===== config.mk =====
export PLATFORM = sky130hd
export DESIGN_NAME = playfield_store
export DESIGN_NICKNAME = d
export VERILOG_FILES = /design/src/design/tetris_pkg.sv /design/src/design/playfield_store.sv
export VERILOG_INCLUDE_DIRS = /design/src /design/src/design
export SDC_FILE = /design/constraint.sdc
export NUM_CORES = 1
export LEC_CHECK = 0
export BUFFER_PORTS_ARGS = -buffer_cell sky130_fd_sc_hd__buf_2
export CAP_MARGIN = 10
export CORE_AREA = 2 2 317 319
export CTS_CLUSTER_SIZE = 16
export DETAILED_ROUTE_END_ITERATION = 12
export DIE_AREA = 0 0 319 321
export GPL_TIMING_DRIVEN = 1
export HOLD_SLACK_MARGIN = 0.1
export PLACE_DENSITY = 0.71
export SKIP_LAST_GASP = 1
export SYNTH_ARGS = -nofsm -noshare
export SYNTH_HDL_FRONTEND = slang
export SYNTH_SLANG_ARGS = --single-unit

===== constraint.sdc =====
create_clock -name clk -period 8.5 [get_ports clk]
set_input_delay 2.55 -clock clk [delete_from_list [all_inputs] [get_ports clk]]
set_output_delay 2.55 -clock clk [all_outputs]
set_load 0.005 [all_outputs]

===== src/design/tetris_config.svh =====
// field size and kick count are fixed here; rows 30 and 31 stand for cells above the field.
`ifndef TETRIS_CONFIG_SVH
`define TETRIS_CONFIG_SVH

// **************************************************
// playfield geometry
// **************************************************
`define TETRIS_ROWS  20   // row 0 is the top row.
`define TETRIS_COLS  10

// **************************************************
// move checking
// **************************************************
`define TETRIS_KICKS 5    // kick tests per rotation, test 0 is no kick.
`define TETRIS_ABOVE 30   // first wrapped row value that lies above the field.

`endif


===== src/design/tetris_pkg.sv =====
// blank must stay encoded as zero, the store relies on it to clear the field at reset.
`include "tetris_config.svh"

package tetris_pkg;

    typedef enum logic [3:0] {
        blank,
        i,
        o,
        t,
        s,
        z,
        j,
        l
    } tile_t;

    typedef enum logic [1:0] {
        or_0,
        or_r,
        or_2,
        or_l
    } orient_t;   // clockwise order.

    typedef struct packed {
        tile_t      kind;
        orient_t    orient;
        logic [4:0] row;
        logic [4:0] col;
    } piece_t;

    typedef tile_t [`TETRIS_ROWS-1:0][`TETRIS_COLS-1:0] field_t;

    typedef struct packed {
        logic       valid;
        logic [4:0] row;   // kicked origin.
        logic [4:0] col;
    } rot_result_t;

    typedef struct packed {
        logic        move_r;
        logic        move_l;
        logic        soft_drop;
        rot_result_t rot_r;
        rot_result_t rot_l;
    } move_result_t;

    typedef enum logic [1:0] {
        sweep_idle,
        sweep_run,
        sweep_done
    } sweep_state_t;

endpackage


===== src/design/playfield_store.sv =====
// zero wait state APB slave; out of range accesses error, writes are dropped and reads give blank.
`timescale 1ns/1ps
`include "tetris_config.svh"

module playfield_store (
    input  logic               clk,
    input  logic               rst_l,
    input  logic               psel,
    input  logic               penable,
    input  logic               pwrite,
    input  logic [8:0]         paddr,
    input  logic [3:0]         pwdata,
    output logic [3:0]         prdata,
    output logic               pready,
    output logic               pslverr,
    output tetris_pkg::field_t field
);
    logic [4:0] row;
    logic [3:0] col;
    logic       in_range;
    logic       access;

    assign row      = paddr[8:4];
    assign col      = paddr[3:0];
    assign in_range = (row < `TETRIS_ROWS) && (col < `TETRIS_COLS);
    assign access   = psel && penable;   // access phase.

    assign pready   = 1'b1;
    assign pslverr  = access && !in_range;
    assign prdata   = in_range ? field[row][col] : tetris_pkg::blank;

    always_ff @(posedge clk or negedge rst_l) begin
        if (!rst_l) begin
            field <= tetris_pkg::field_t'('0);   // all blank.
        end else if (access && pwrite && in_range) begin
            field[row][col] <= tetris_pkg::tile_t'(pwdata);
        end
    end

endmodule


Word level (Yosys, flattened, before mapping):

Index checks and enable logic that the tools add are counted.

* flip-flop bits (word level): 800
* input port bits: 18
* output and inout bits: 806
* word-level logic and storage cells: 224

* $lt $le $gt $ge: 6
* mux-type cells: 10
* reductions and logical operators: 8

Operator list (count)
* bitwise mux 800 bit: 1
* binary-select mux 40 bit (select 5 bit): 1
* demux 40 bit (select 5 bit): 1
* 2-to-1 mux 40 bit: 2
* binary-select mux 4 bit (select 4 bit): 1
* demux 4 bit (select 4 bit): 1
* 2-to-1 mux 4 bit: 3
* logical AND 1 bit: 7
* less-than comparator 5 x 6 -> 1 bit (second input constant): 1
* >= comparator 5 x 1 -> 1 bit (second input constant): 1
* less-than comparator 4 x 5 -> 1 bit (second input constant): 1
* less-than comparator 5 bit (second input constant): 1
* >= comparator 4 x 1 -> 1 bit (second input constant): 1
* less-than comparator 4 bit (second input constant): 1
* logical NOT 1 bit: 1

Depth between registers and ports, before layout:

* depth after elaboration: 7
* depth in mapped cells: 11
* depth with buffers taken out: 6

Least setup slack after synthesis:

OpenSTA, ideal clock, no wires.

* path type: in2out
* from: in paddr[4]
* to: out prdata[2]
* arrival: 4.150 ns
* data required time: 5.950 ns
* slack: 1.800 ns
* stages: 9
* buffers on the path: 4
* cells stage by stage: buf_6 buf_6 buf_6 buf_4 mux4_2 a21oi_1 o211ai_1 nand4b_1 o2111ai_1

* cells in the longest elaborated chain, start to end: 5
* elaborated cells between the ends (all ways): 7
* those cells by class: 1 x order compare; 5 x mux; 1 x reduce/logical

Ends and longest elaborated chain
* start: declaration: line playfield_store.sv:11 `input logic [8:0] paddr,`
* binary-select mux 40 bit (select 5 bit): line playfield_store.sv:30 `assign prdata = in_range ? field[row][col] : tetris_pkg::blank;`
* 2-to-1 mux 40 bit (not written as such): line playfield_store.sv:30
* binary-select mux 4 bit (select 4 bit): line playfield_store.sv:30
* 2-to-1 mux 4 bit (not written as such): line playfield_store.sv:30
* 2-to-1 mux 4 bit (*): line playfield_store.sv:30
* end: declaration: line playfield_store.sv:13 `output logic [3:0] prdata,`

Mark *: on every way between the ends. The rest lies on a longest branch, timed or not. The select of a mux whose other input is x is not followed.

Final worst setup path:

* from: in paddr[5]
* to: out prdata[0]

The elaborated chain is that of the path after synthesis.

==> reports/results.txt <==
The first TritonRoute pass finished after 8 iterations. The run gives 120000 um as the placed wire-length estimate. The worst path required time is 5950 ps, and the clock group share of total power is 47.9%.

After detailed routing, the average wire length per cell comes to 33.7 um. For this run, the number of Yosys warnings is 0. Entering global routing, the biggest net connects 151 pins.

The tools report the clock latency reported for the late side of the worst-skew pair as 640 ps. For the peak clock frequency supported by timing, the log shows 0.120 GHz. The area growth from synthesis to layout came out at 22.1%. The flow ran to the end, and the final reports show no timing, DRC or antenna violations.

The share of total power in sequential cells was 46.8%. Counting the fill cells in the layout gives 8998. The post-CTS resize count is 0.

The area of the die is 102000 um2, and the maximum number of buffers from clock root to sink is 3. The flip-flop count of the largest register, all copies and words added came out at 800. The final instance area is 46200 um2.

Number of top-level pins: 824. STA classifies the critical path endpoint as an output port. Along the worst path, the maximum fanout reaches 59. The mean cell area of the mapped netlist was 14.7 um2. Summed over all cells, the static leakage comes to 0.0243 uW. The fraction of final layout cells with drive strength greater than 1 was 60.7%. Of the available clock period, the critical path in the final layout requires 97.9%. The detailed-route DRC error count came out at 0.

The weighted congestion reported at the end of routability-driven placement was 0.965; the via total after detailed routing was 28300. The sum of overflow across all layers after global routing is 0, and the register clock-pin slew on the reported worst setup and hold paths is 60 ps. Max capacitance violation total: 0.

In this run the power density over the cells is 178 nW/um2. The total placed instance area came out at 43300 um2. The worst setup path is of the in -> out kind. Total count of max-transition violations in the final report: 0.

TritonCTS built the clock tree. The number of different library cells used by synthesis comes to 70. Between clock sinks in the finished design, the worst skew comes to 0 ps. The maximum cell stage delay along the critical path is 500 ps.

The initial utilization of the core area, before any placement, comes to 38.1%. Setup repair after global routing left no endpoint under its margin. Measured against its own limit, the worst slew margin works out to 16.3%. In this run, CTS created clock tree buffers numbering 87. The floorplan die height was 321 um; the number of stages on the worst hold path was 1.

For this design, the sink count on the clock tree is 800. The register with the most flip-flops in the final layout is field. Input and output buffers added on the ports amount to 822. The pin slew with the least headroom to its limit works out to 1250 ps. Of the synthesized area, sequential elements account for 53.0%. For the finished layout, the period the worst path requires is 8320 ps.

The async set or reset register ratio after synthesis was 100%; the combined area of all synthesized cells was 37800 um2. The final setup TNS is 0 ps, and the cell-internal power is 6270 uW. The largest registers in the layout are field x800. The detailed router finished its first iteration with 2862 violations. The analysis attributes to net switching a power of 1940 uW. The number of setup buffers added after CTS is 0. The count of nets left with antenna violations after detail routing was 0; the net count of the mapped netlist was 2597.

After layout, the design draws a total of 8210 uW. CTS placed an instance of sky130_fd_sc_hd__clkbuf_16 at the clock tree root. The logs give 10 for the number of antenna violations at the first check in global routing and 30.5% for the all-layer global routing usage.

The run gives 0.147 mV as the worst ir drop on vdd. Among all stages on the critical path, the largest delay is contributed by sky130_fd_sc_hd__nor4_1. The final wirelength came out at 160000 um. Synthesis handed over a netlist of 2579 instances.

The switching part of the total was 23.7%; the register bit count reported by yosys was 800. In the routed layout, each cell is associated on average with a via count of 5.97. For the row count, the log shows 116. The final layout contains 3391 nets. The number of synthesized flops with an enable pin works out to 0. The combinational group share of total power was 5.4%. Via count of the first global-routing pass: 28000.

The tools report the data arrival time at the worst-slack endpoint as 5770 ps. Setup violations remaining at the end of the flow were counted as 0. The class of the tightest hold or removal check was reg -> reg. The core region is 99300 um2.

In this run the number of H-tree levels came out at 3. The final-report hold violation count was 0. The die is 319 um wide. Wire length of the first global-routing pass: 223000 um. Depth of the worst register-to-register path: 1. Traced cell by cell, the critical path runs through buf_8 -> buf_4 -> mux2i_1 -> o22ai_1 -> buf_4 -> a211oi_1 -> a21oi_1 -> nor4_1 -> o311ai_1 -> buf_2.

The number of hold buffers added after CTS was 0. The cell with the most instances on the worst path was sky130_fd_sc_hd__buf_4. Prevailing post-synth register cell: sky130_fd_sc_hd__dfrtp_1. The type of origin of the critical path was an input pin.
## cell usage in the layout, fill, tap and decap left out, types with 44 or more instances in the layout
cell type	n
sky130_fd_sc_hd__buf_2	815
sky130_fd_sc_hd__buf_4	62
sky130_fd_sc_hd__clkbuf_16	89
sky130_fd_sc_hd__dfrtp_1	800
sky130_fd_sc_hd__mux2_2	801
sky130_fd_sc_hd__mux2i_1	93
sky130_fd_sc_hd__mux4_2	158
sky130_fd_sc_hd__nand2_1	135
sky130_fd_sc_hd__nor2_1	84
sky130_fd_sc_hd__nor2_2	44
## worst paths after layout
kind | startpoint | endpoint | slack [ps]
hold / removal | field[89] | field[89] | 530
setup reg to reg | field[577] | field[577] | 7540
max in group asynchronous | rst_l | field[211] | 4990
hold reg to reg | field[89] | field[89] | 530
min in group asynchronous | rst_l | field[160] | 1950
setup / recovery | paddr[5] | prdata[0] | 180
## per-layer routing
| layer | vias to the layer above | share of wire, % | GRT usage [%] |
|---|---|---|---|
| li1 | 11200 | - | - |
| met1 | 15100 | 41 | 41.0 |
| met2 | 1622 | 45 | 46.5 |
| met3 | 386 | 9.3 | 8.32 |
| met4 | 12 | 4.9 | 13.1 |
| met5 | - | 0.050 | 0 |
## per-stage QoR
step,setup WS [ps],hold WS (ps),utilization [%],instances
2_1_floorplan,1800,500,-,2579
3_3_place_gp,194,504,43.6,4582
3_5_place_dp,203,511,43.6,4582
4_1_cts,207,525,46.5,4732
5_1_grt,59.5,542,46.5,4732
6_report,182,527,46.5,4735
## power groups by stage
stage	sequential [uW]	clock (uW)	combinational, uW
after global routing	3840	4120	472
final	3840	3930	441
after floorplan	3900	0	221
after CTS	3840	3960	446
after detailed placement	3910	0	445
after global placement	3910	0	441
## critical path: cells and delay by family
family,cells,cell delay [ps]
compound gates,4,890
mux,1,490
simple gates,1,500
buf+inv,4,1240
## synth_stat cells, drive strengths merged, types with 5 or more instances
cell	count	share of area (%)
nor2	140	1.9
dfrtp	800	53
clkbuf	96	0.95
o211ai	14	0.28
mux2	809	24
a22oi	28	0.56
mux4	164	9.8
nand2	141	1.4
nand2b	6	0.099
nor3	10	0.26
nor2b	9	0.16
a221oi	5	0.13
nand4	5	0.083
o22ai	18	0.30
nand3	26	0.46
o221ai	8	0.19
a21oi	33	0.44
mux2i	93	2.5
buf	96	1.9
o21ai	18	0.24
a211oi	10	0.21
## logic make-up after synthesis
| family | Yosys count | synth area share [%] |
|---|---|---|
| other cells | 1 | 0.00992 |
| flops | 800 | 53.0 |
| mux | 1066 | 36.4 |
| compound gates | 153 | 2.77 |
| buf+inv | 198 | 2.97 |
| simple gates | 361 | 4.92 |
## cell type report
type                            count  area, um2  area share, %
Antenna cell                        3       7.51         0.0163
Clock buffer                      124       2600           5.63
Clock inverter                     26        319          0.691
Inverter                            6       25.0         0.0542
Multi-Input combinational cell   1581      16700           36.1
Sequential cell                   800      20000           43.4
Tap cell                         1298       1620           3.52
Timing Repair Buffer              897       4890           10.6
(Power assumes the default switching activity.)
